===== src/source/debug_pkg.sv =====
package debug_pkg;

	//////////////////////////////////////////////////////////////////////
	// Command bytes
	//////////////////////////////////////////////////////////////////////

	// 'A' single-steps the core, 'B' dumps data memory
	localparam logic [7:0] CMD_STEP     = 8'h41;
	localparam logic [7:0] CMD_MEM_DUMP = 8'h42;

	//////////////////////////////////////////////////////////////////////
	// Serial link and buffering
	//////////////////////////////////////////////////////////////////////

	// Kept short for simulation, retune for the board clock
	localparam int CLKS_PER_BIT = 16;

	localparam int FIFO_DEPTH  = 16;
	localparam int FIFO_ADDR_W = 4;

	//////////////////////////////////////////////////////////////////////
	// Processor side
	//////////////////////////////////////////////////////////////////////

	localparam int MEM_DUMP_WORDS = 21;
	localparam int MEM_ADDR_W     = 5;
	localparam int WORD_BYTES     = 4;

	// Field order is also the send order
	typedef struct packed {
		logic [31:0] pc;
		logic [31:0] instruction;
		logic [31:0] alu_result;
		logic [31:0] mem_data;
	} cpu_snapshot_t;

	localparam int SNAPSHOT_BYTES = 16;

endpackage


===== src/source/uart_rx.sv =====
`timescale 1ns/10ps

module uart_rx (
	input  logic       clk,
	input  logic       rst_n,
	input  logic       rxd,
	output logic [7:0] rx_byte,
	output logic       rx_valid
);

	typedef enum logic [1:0] {RX_IDLE, RX_START, RX_DATA, RX_STOP} rx_state_t;
	typedef logic [$clog2(debug_pkg::CLKS_PER_BIT)-1:0] cnt_t;

	rx_state_t  state;
	cnt_t       clk_cnt;
	logic [2:0] bit_cnt;
	logic [1:0] rx_sync;
	logic       rx_prev;
	logic [7:0] shift;
	logic       bit_end;

	// Two flops against metastability
	always_ff @(posedge clk)
	begin
		if (!rst_n)
		begin
			rx_sync <= 2'b11;
			rx_prev <= 1'b1;
		end
		else
		begin
			rx_sync <= {rx_sync[0], rxd};
			rx_prev <= rx_sync[1];
		end
	end

	assign bit_end = (clk_cnt == cnt_t'(debug_pkg::CLKS_PER_BIT - 1));

	always_ff @(posedge clk)
	begin
		if (!rst_n)
		begin
			state   <= RX_IDLE;
			clk_cnt <= '0;
			bit_cnt <= '0;
		end
		else
		begin
			clk_cnt <= clk_cnt + 1'b1;
			case (state)
				RX_IDLE:
				begin
					clk_cnt <= '0;
					if (rx_prev && !rx_sync[1])
						state <= RX_START;
				end
				// Half a bit in, start bit must still be low
				RX_START:
				begin
					if (clk_cnt == cnt_t'(debug_pkg::CLKS_PER_BIT / 2 - 1))
					begin
						clk_cnt <= '0;
						bit_cnt <= '0;
						state   <= rx_sync[1] ? RX_IDLE : RX_DATA;
					end
				end
				RX_DATA:
				begin
					if (bit_end)
					begin
						bit_cnt <= bit_cnt + 1'b1;
						if (bit_cnt == 3'd7)
							state <= RX_STOP;
					end
				end
				RX_STOP:
				begin
					if (bit_end)
						state <= RX_IDLE;
				end
				default: state <= RX_IDLE;
			endcase
		end
	end

	// LSB arrives first
	always_ff @(posedge clk)
	begin
		if (state == RX_DATA && bit_end)
			shift <= {rx_sync[1], shift[7:1]};
	end

	assign rx_byte  = shift;
	assign rx_valid = (state == RX_STOP) && bit_end && rx_sync[1];

endmodule


===== src/source/uart_tx.sv =====
`timescale 1ns/10ps

module uart_tx (
	input  logic       clk,
	input  logic       rst_n,
	input  logic [7:0] dout,
	input  logic       empty,
	output logic       pop,
	output logic       txd
);

	typedef logic [$clog2(debug_pkg::CLKS_PER_BIT)-1:0] cnt_t;

	logic       busy;
	cnt_t       clk_cnt;
	logic [3:0] bit_cnt;
	logic [9:0] frame;
	logic       bit_end;
	logic       frame_end;

	assign bit_end   = (clk_cnt == cnt_t'(debug_pkg::CLKS_PER_BIT - 1));
	assign frame_end = busy && bit_end && (bit_cnt == 4'd9);

	// Back to back frames when the FIFO still holds data
	assign pop = (!busy || frame_end) && !empty;
	assign txd = busy ? frame[0] : 1'b1;

	always_ff @(posedge clk)
	begin
		if (!rst_n)
		begin
			busy    <= 1'b0;
			clk_cnt <= '0;
			bit_cnt <= '0;
		end
		else if (pop)
		begin
			busy    <= 1'b1;
			clk_cnt <= '0;
			bit_cnt <= '0;
		end
		else if (busy)
		begin
			clk_cnt <= clk_cnt + 1'b1;
			if (bit_end)
			begin
				bit_cnt <= bit_cnt + 1'b1;
				if (bit_cnt == 4'd9)
					busy <= 1'b0;
			end
		end
	end

	// Stop, data, start
	always_ff @(posedge clk)
	begin
		if (pop)
			frame <= {1'b1, dout, 1'b0};
		else if (busy && bit_end)
			frame <= {1'b1, frame[9:1]};
	end

endmodule


===== src/source/byte_fifo.sv =====
`timescale 1ns/10ps

module byte_fifo (
	input  logic       clk,
	input  logic       rst_n,
	input  logic       push,
	input  logic [7:0] push_byte,
	input  logic       pop,
	output logic [7:0] dout,
	output logic       full,
	output logic       empty
);

	typedef logic [debug_pkg::FIFO_ADDR_W-1:0] ptr_t;
	typedef logic [debug_pkg::FIFO_ADDR_W:0]   count_t;

	logic [7:0] mem [debug_pkg::FIFO_DEPTH];
	ptr_t       wr_ptr;
	ptr_t       rd_ptr;
	count_t     count;
	logic       do_push;
	logic       do_pop;

	assign do_push = push && !full;
	assign do_pop  = pop && !empty;

	assign full  = (count == count_t'(debug_pkg::FIFO_DEPTH));
	assign empty = (count == '0);
	assign dout  = mem[rd_ptr];

	always_ff @(posedge clk)
	begin
		if (do_push)
			mem[wr_ptr] <= push_byte;
	end

	// Pointers wrap on their own at the power of two depth
	always_ff @(posedge clk)
	begin
		if (!rst_n)
		begin
			wr_ptr <= '0;
			rd_ptr <= '0;
			count  <= '0;
		end
		else
		begin
			if (do_push)
				wr_ptr <= wr_ptr + 1'b1;
			if (do_pop)
				rd_ptr <= rd_ptr + 1'b1;
			case ({do_push, do_pop})
				2'b10:   count <= count + 1'b1;
				2'b01:   count <= count - 1'b1;
				default: count <= count;
			endcase
		end
	end

endmodule


===== src/source/dump_sequencer.sv =====
`timescale 1ns/10ps

module dump_sequencer (
	input  logic                                clk,
	input  logic                                rst_n,
	input  logic [7:0]                          rx_byte,
	input  logic                                rx_valid,
	input  debug_pkg::cpu_snapshot_t            snapshot,
	input  logic [31:0]                         mem_rdata,
	input  logic                                full,
	output logic                                push,
	output logic [7:0]                          push_byte,
	output logic                                step,
	output logic                                debug_mode,
	output logic [debug_pkg::MEM_ADDR_W-1:0]    mem_addr,
	output logic                                mem_read
);

	typedef enum logic [2:0] {
		S_IDLE,
		S_STEP,
		S_CAPTURE,
		S_SEND_SNAP,
		S_READ,
		S_LATCH,
		S_SEND_WORD,
		S_DONE
	} state_t;

	typedef logic [$clog2(debug_pkg::SNAPSHOT_BYTES)-1:0] idx_t;
	typedef logic [debug_pkg::MEM_ADDR_W-1:0]             addr_t;

	state_t                   state;
	idx_t                     byte_idx;
	addr_t                    word_addr;
	debug_pkg::cpu_snapshot_t snap_q;
	logic [31:0]              word_q;
	logic [31:0]              sel_word;
	logic                     sending;
	logic                     last_byte;

	//////////////////////////////////////////////////////////////////////
	// Byte serializer
	//////////////////////////////////////////////////////////////////////

	always_comb
	begin
		sending = (state == S_SEND_SNAP) || (state == S_SEND_WORD);
		if (state == S_SEND_WORD)
		begin
			sel_word  = word_q;
			last_byte = (byte_idx[1:0] == 2'(debug_pkg::WORD_BYTES - 1));
		end
		else
		begin
			case (byte_idx[3:2])
				2'd0:    sel_word = snap_q.pc;
				2'd1:    sel_word = snap_q.instruction;
				2'd2:    sel_word = snap_q.alu_result;
				default: sel_word = snap_q.mem_data;
			endcase
			last_byte = (byte_idx == idx_t'(debug_pkg::SNAPSHOT_BYTES - 1));
		end
	end

	// Least significant byte goes out first
	assign push_byte = sel_word[8 * byte_idx[1:0] +: 8];
	assign push      = sending && !full;

	// Processor side strobes straight from the state
	assign step       = (state == S_STEP);
	assign mem_read   = (state == S_READ);
	assign debug_mode = (state == S_READ) || (state == S_LATCH) || (state == S_SEND_WORD);
	assign mem_addr   = word_addr;

	//////////////////////////////////////////////////////////////////////
	// Command FSM
	//////////////////////////////////////////////////////////////////////

	always_ff @(posedge clk)
	begin
		if (!rst_n)
		begin
			state     <= S_IDLE;
			byte_idx  <= '0;
			word_addr <= '0;
		end
		else
		begin
			case (state)
				// Unknown bytes fall through here
				S_IDLE:
				begin
					byte_idx  <= '0;
					word_addr <= '0;
					if (rx_valid && rx_byte == debug_pkg::CMD_STEP)
						state <= S_STEP;
					else if (rx_valid && rx_byte == debug_pkg::CMD_MEM_DUMP)
						state <= S_READ;
				end
				S_STEP:    state <= S_CAPTURE;
				// Core has advanced, snapshot is taken this cycle
				S_CAPTURE: state <= S_SEND_SNAP;
				S_SEND_SNAP:
				begin
					if (push)
					begin
						byte_idx <= byte_idx + 1'b1;
						if (last_byte)
							state <= S_DONE;
					end
				end
				S_READ:  state <= S_LATCH;
				S_LATCH: state <= S_SEND_WORD;
				S_SEND_WORD:
				begin
					if (push)
					begin
						byte_idx <= byte_idx + 1'b1;
						if (last_byte)
						begin
							byte_idx <= '0;
							if (word_addr == addr_t'(debug_pkg::MEM_DUMP_WORDS - 1))
								state <= S_DONE;
							else
							begin
								word_addr <= word_addr + 1'b1;
								state     <= S_READ;
							end
						end
					end
				end
				S_DONE:  state <= S_IDLE;
				default: state <= S_IDLE;
			endcase
		end
	end

	// Registered read, data is there one cycle after the strobe
	always_ff @(posedge clk)
	begin
		if (state == S_CAPTURE)
			snap_q <= snapshot;
		if (state == S_LATCH)
			word_q <= mem_rdata;
	end

endmodule


===== src/source/uart_debug_unit.sv =====
`timescale 1ns/10ps

module uart_debug_unit (
	input  logic                             clk,
	input  logic                             rst_n,
	input  logic                             rxd,
	output logic                             txd,
	input  debug_pkg::cpu_snapshot_t         snapshot,
	input  logic [31:0]                      mem_rdata,
	output logic                             step,
	output logic                             debug_mode,
	output logic [debug_pkg::MEM_ADDR_W-1:0] mem_addr,
	output logic                             mem_read
);

	logic [7:0] rx_byte;
	logic       rx_valid;
	logic [7:0] push_byte;
	logic       push;
	logic [7:0] dout;
	logic       pop;
	logic       full;
	logic       empty;

	uart_rx i_uart_rx (
		.clk      (clk),
		.rst_n    (rst_n),
		.rxd      (rxd),
		.rx_byte  (rx_byte),
		.rx_valid (rx_valid)
	);

	dump_sequencer i_dump_sequencer (
		.clk        (clk),
		.rst_n      (rst_n),
		.rx_byte    (rx_byte),
		.rx_valid   (rx_valid),
		.snapshot   (snapshot),
		.mem_rdata  (mem_rdata),
		.full       (full),
		.push       (push),
		.push_byte  (push_byte),
		.step       (step),
		.debug_mode (debug_mode),
		.mem_addr   (mem_addr),
		.mem_read   (mem_read)
	);

	// Absorbs the gap between dump speed and line rate
	byte_fifo i_byte_fifo (
		.clk       (clk),
		.rst_n     (rst_n),
		.push      (push),
		.push_byte (push_byte),
		.pop       (pop),
		.dout      (dout),
		.full      (full),
		.empty     (empty)
	);

	uart_tx i_uart_tx (
		.clk   (clk),
		.rst_n (rst_n),
		.dout  (dout),
		.empty (empty),
		.pop   (pop),
		.txd   (txd)
	);

endmodule


===== config.mk =====
export PLATFORM = sky130hd
export DESIGN_NAME = uart_debug_unit
export DESIGN_NICKNAME = d
export VERILOG_FILES = /design/src/source/debug_pkg.sv /design/src/source/uart_rx.sv /design/src/source/uart_tx.sv /design/src/source/byte_fifo.sv /design/src/source/dump_sequencer.sv /design/src/source/uart_debug_unit.sv
export SDC_FILE = /design/constraint.sdc
export NUM_CORES = 1
export LEC_CHECK = 0
export BUFFER_PORTS_ARGS = -buffer_cell sky130_fd_sc_hd__buf_2
export CORE_MARGIN = 10
export CORE_UTILIZATION = 52
export CTS_CLUSTER_DIAMETER = 200
export DETAILED_ROUTE_END_ITERATION = 6
export PLACE_DENSITY = 0.72
export SLEW_MARGIN = 10
export SYNTH_ARGS = -nofsm -noshare
export SYNTH_HDL_FRONTEND = slang
export SYNTH_SLANG_ARGS = --single-unit

===== constraint.sdc =====
create_clock -name clk -period 7.35 [get_ports clk]
set_clock_uncertainty 0.1 [all_clocks]
set_input_delay 1.1025 -clock clk [delete_from_list [all_inputs] [get_ports clk]]
set_output_delay 1.1025 -clock clk [all_outputs]
set_load 0.01 [all_outputs]

======== After elaboration in Yosys (flattened, before gate mapping) ========
Memory sizes are Yosys's and may differ from the RTL's. A register that Yosys moved wholly into a read port is not among the register bits.
Cells that the tools add are included.
storage, ports and cells
  register bits ........................... 223
  memories ................................ 1
  memory bits (writable) .................. 128
cells by class
  reductions and logical operators ........ 36
  bitwise operators ....................... 1
  add/sub/neg operators ................... 10
  shift-type cells ........................ 1
  multiplexer cells ....................... 43
  equality and inequality tests ........... 36
memories
  memory           words  bits a word  read ports  clocked after memory_dff  wr ports  line             source
  i_byte_fifo.mem  16     8            1           1                         1         byte_fifo.sv:17  logic [7:0] mem [debug_pkg::FIFO_DEPTH];
operators by type and width
  operator               number
  $pmux W32 S3           1
  $mux W32               1
  $shiftx A32 B6 Y8      1
  $add A4 B1 Y4 const B  6
  $mux W3                8
  $mux W4                6
  $pmux W3 S8            1
  $pmux W5 S2            2
  $mux W9                2
  $ne A2 B1 Y1 const B   9
  $eq A4 B4 Y1 const B   4
  $eq A8 B7 Y1 const B   2
  $eq A3 B3 Y1 const B   5
  $mux W5                3
  $mux W2                7
  $logic_and A1 B1 Y1    12
  $pmux W4 S3            1
  $add A5 B1 Y5 const B  2
  $eq A2 B2 Y1 const B   5
  $eq A5 B5 Y1 const B   2
  $reduce_and A5 Y1      2
  $mux W1                8
  $pmux W2 S4            1
  $pmux W4 S2            1
  other kinds (21)       35

======== Logic depth before layout (Yosys ltp) ========
  depth after elaboration ................. 8
  mapped depth ............................ 13
  depth with buffers taken out ............ 13

======== Modules after synthesis ========
From an unflattened synthesis, not the netlist that was laid out.
unflattened totals
  cell total of the unflattened synthesis .. 799
  area, all modules ....................... 14452.6 um^2
modules (own cells, without submodules)
  module          seq. area each (um^2)  cells each  area an instance (um^2)  instances
  dump_sequencer  5044.8                 326         6854.1                   1
  byte_fifo       4184.0                 331         5931.9                   1
  uart_rx         480.5                  72          842.1                    1
  uart_tx         440.4                  70          824.5                    1

======== Worst setup path before layout ========
Ideal clock, no wire load.
  kind .................................... register to register
  start point ............................. register i_dump_sequencer.state[1]
  end point ............................... register i_dump_sequencer.snap_q[0] in the netlist's numbering, enable pin
  library setup time ...................... 0.631 ns
  cell stages (with the launch flop) ...... 4
  path slack .............................. 0.188 ns
  path buffers ............................ 1
  data arrival time ....................... 6.431 ns
  data required time ...................... 6.619 ns
  clock period less this slack ............ 7.162 ns
  cells stage by stage .................... dfxtp_1 -> clkbuf_1 -> nor2b_1 -> nor2b_1
on the way
  word-level cells in the longest chain between the ends .. 1
ends and longest elaborated chain
  item                    line                   source
  from (decl)             dump_sequencer.sv:33   state_t state;
  from (signal assigned)  dump_sequencer.sv:84   state <= S_IDLE;
  from (signal assigned)  dump_sequencer.sv:97   state <= S_STEP;
  from (signal assigned)  dump_sequencer.sv:99   state <= S_READ;
  $eq A3 B2 Y1            dump_sequencer.sv:142  if (state == S_CAPTURE)
  to (signal assigned)    dump_sequencer.sv:143  snap_q <= snapshot;
  to (decl)               dump_sequencer.sv:36   debug_pkg::cpu_snapshot_t snap_q;
No other way between the ends.
A chain may end at the register's enable or synchronous reset.

======== Final worst setup path ========
  start point ............................. register i_dump_sequencer.state[1]
  end point ............................... register i_byte_fifo.count[4]
on the way
  word-level cells in the longest chain between the ends .. 6
ends and longest elaborated chain
  item                                                      line                  source
  $eq A3 B2 Y1 / $eq A3 B3 Y1 (equally long branches)       dump_sequencer.sv:48  sending = (state == S_SEND_SNAP) || (state == S_SEND_WORD);
  $logic_or A1 B1 Y1 (*)                                    dump_sequencer.sv:48
  $logic_and A1 B1 Y1 (*)                                   dump_sequencer.sv:68  assign push = sending && !full;
  $logic_and A1 B1 Y1 (*)                                   byte_fifo.sv:24       assign do_push = push && !full;
  $eq A2 B1 Y1 / $eq A2 B2 Y1 (equally long branches)       byte_fifo.sv:52       case ({do_push, do_pop})
  $pmux W5 S2 / $reduce_bool A2 Y1 (equally long branches)  n/a
  to (signal assigned)                                      byte_fifo.sv:53       2'b10: count <= count + 1'b1;
  to (signal assigned)                                      byte_fifo.sv:54       2'b01: count <= count - 1'b1;
  to (signal assigned)                                      byte_fifo.sv:55       default: count <= count;
  to (decl)                                                 byte_fifo.sv:20       count_t count;
Every way passes the cells marked *; elsewhere a longest branch is shown, timed or not.

==> out/metrics.cfg <==
[sta]
tns_ps = 0
fin_crit_sh_pct = 50.2
rsz0062_at_grt = false
drv_slew = 0
period_minus_slack_ps = 3690
tightest_slew_ps = 1120
slew_headroom_pct = 24.8
setup_viol = 0
final-hold-violation-count = 0
clock.fmax_mhz = 271

[synth]
synth_top_area_share_pct = 64.4
synth_cell_types = 56
ys_ff_latch = 355
yosys-top-cells-count = edfxtp_1, nor2_1, mux4_2
synth_compound_area_share_pct = 5.52
synth_top_family_by_area = multiplexers
syn_area_sq_um = 14200
synth_edf_count = 304
ys_seq_area_share_pct = 71.6
synth_flop_cell = edfxtp_1
ys_warn_count = 0
yosysMostFrequentCell = edfxtp_1
synth_cells = 857
synth_xor_area_share_pct = 1.48
synth_fp_nets = 1043
ys_async_sr_fraction_pct = 0
synth.mux.area_fraction_pct = 11.5
synthSimpleGateAreaFrac_pct = 5.98
synthTopCellsByArea = edfxtp_1, mux4_2, dfxtp_1
avgSynthCellArea_sq_um = 16.5
yosys.area.top_type = edfxtp_1
synth_fa_ha_area_share_pct = 2.08

[placement]
gp_congestion = 0.800
io_buffers = 171
dp_hpwl_mm = 20.5

[worst_setup_path]
path_max_fanout = 19
required_ps = 7690
critical-path-top-delay-family = simple AND/OR/NAND/NOR gates
r2r_start = i_dump_sequencer.state[1]$_SDFFE_PN0P_
critPathKind = reg2reg
crit_path_top_delay_cell = nand3b_1
arrival_ps = 4030
path_buf_inv = 2
critPathMaxStageDelay_ps = 650
startpoint = i_dump_sequencer.state[1]$_SDFFE_PN0P_
worstSetupStartpointType = register
end_kind = register
cp_cell_sequence = nand3b_1, a22oi_1, buf_4, inv_1, ha_1, fa_1, a21o_1, a21oi_1, xor2_1, or3_1, a21oi_1
crit_top_cell = a21oi_1

[clocking]
hold_buffers = 0
clkSinkCount = 355
clockRootBuffer = clkbuf_16
cts_setup_buffers = 0
clk_latency_ps = 530
clockBufferDepth = 3
cts-htree-levels = 2
cts_buffers = 38
cts_tree = built
clkTransAtPathRegs_ps = 60
cts_resized = 0

[grt]
grt_pass1_vias = 8230
grt_max_degree = 70
antenna_found_initial = 1
grt_pass1_wl_mm = 46.3
track_usage_pct = 17.6
grt-ovfl-total = 0

[floorplanning]
io_pins = 172
core_sq_um = 26900
initial_utilization_pct = 52.7
die-area_sq_um = 34200
die_x_um = 185
die_h_um = 185
rows = 60

[job]
maxCapViolations = 0

[pwr]
p_leak_nw = 5.68
p_clk_share_pct = 31.9
p_comb_share_pct = 18.7
switching_share_pct = 27.6
vdd_drop_max_uv = 196
finalPower_mw = 5.49
p_per_area_nw_per_um2 = 332
seqPwrFrac_pct = 49.5
p_int_mw = 3.98
p_switching_mw = 1.51

[hold_path]
hold_start = i_uart_rx.rx_sync[0]$_SDFF_PN1_
worstHoldPathType = reg2reg

[final_layout]
drive_above_1_share_pct = 29.1
layout.nets = 1224
syn2layout_area_growth_pct = 16.7

[route]
detail_route.first_pass.iterations = 5
vias = 7915
routed_via_density = 5.62
antenna_left = 0
drt_wl_total_mm = 29.3
wl_per_cell_um = 20.8
drtIter0Drc = 587
route.detailed.drc = 0

[status]
status = finished, final reports clean

-- power by group through the flow --
stage                     clock network (mW)  logic [mW]  registers [mW]
after floorplan                            0       0.726            2.74
after detailed placement                   0        1.03            2.76
after global routing                    1.88        1.13            2.74
final                                   1.75        1.02            2.72
after CTS                               1.78        1.04            2.72
after global placement                     0        1.02            2.75
-- logic make-up after synthesis --
family / Yosys count
XOR/XNOR: 24
buffers and inverters: 62
AO/OA/AOI/OAI: 122
adder cells (fa/ha/maj): 23
multiplexers: 93
AND/OR/NAND/NOR: 178
flip-flops: 355
-- worst register-to-register path: cells and delay by family, from the launching register on --
family / cells / cell delay (ps)
AO/OA/AOI/OAI: 4 / 820
XOR/XNOR: 1 / 90
adder cells (fa/ha/maj): 2 / 750
buffers and inverters: 2 / 320
flip-flops: 1 / 550
AND/OR/NAND/NOR: 2 / 970
-- state kept, by name, summed over array words and instances (netlist names), named ones only --
register	flops
i_dump_sequencer.word_q	32
i_dump_sequencer.mem_addr	5
i_byte_fifo.wr_ptr	4
i_uart_tx.busy	1
i_uart_rx.state	1
i_byte_fifo.count	5
i_dump_sequencer.byte_idx	4
i_dump_sequencer.state	3
i_uart_tx.bit_cnt	4
i_uart_rx.rx_prev	1
i_byte_fifo.rd_ptr	4
i_uart_tx.frame	9
i_byte_fifo.mem	128
i_uart_rx.rx_byte	8
i_uart_tx.clk_cnt	4
i_uart_rx.bit_cnt	3
i_uart_rx.rx_sync	2
i_dump_sequencer.snap_q	128
i_uart_rx.clk_cnt	4
-- routing by layer --
layer | global-route usage [%] | up-vias | wire length [um]
met3 | 4.04 | 50 | 2150
met1 | 23.9 | 3864 | 12400
li1 | - | 3711 | -
met2 | 27.4 | 290 | 14000
met4 | 6.01 | 0 | 721
met5 | 0 | - | 0
-- cells in the final DEF, fill, tap and decap left out, types with 14 or more instances in the layout --
cell type / netlist / routed
nor2_1: 57 / 57
edfxtp_1: 304 / 304
mux4_2: 55 / 55
buf_2: 15 / 171
buf_4: 2 / 14
nand2_1: 47 / 47
o21ai_0: 27 / 27
mux2i_1: 35 / 35
a21oi_1: 35 / 35
clkbuf_16: 0 / 38
ha_1: 22 / 22
xor2_1: 16 / 16
inv_1: 17 / 17
dfxtp_1: 51 / 48
-- stage by stage --
stage                     cell area, sq um  hold slack (ps)  util, %  worst slack (ps)  instances
after global routing                 16500              328     61.5              3410       1408
after CTS                            16500              311     61.5              3710       1408
after detailed placement             15400              298     57.2              3750       1339
after global placement               15400              296     57.2              3800       1339
after floorplan                      14200              286        -               188        857
final                                16500              305     61.5              3660       1409
-- final timing paths --
path,cells past startpoint,slack [ps],end
worst max-delay path,11,3660,i_byte_fifo.count[4]$_SDFFE_PN0P_
worst min register to register,1,310,i_uart_rx.rx_sync[1]$_SDFF_PN1_
worst max register to register,11,3660,i_byte_fifo.count[4]$_SDFFE_PN0P_
worst min-delay path,1,310,i_uart_rx.rx_sync[1]$_SDFF_PN1_
-- final cells by class --
cell class              count  area (sq um)
fillers                  1969         10300
flip-flops and latches    355         10200
multi-input cells         440          3770
clock buffers              49          1000
repair buffers            185           961
well taps                 341           427
clock inverters            20           140
inverters                  18          67.6
diodes                      1          2.50
Note: power is estimated with default switching activity, not from simulation.
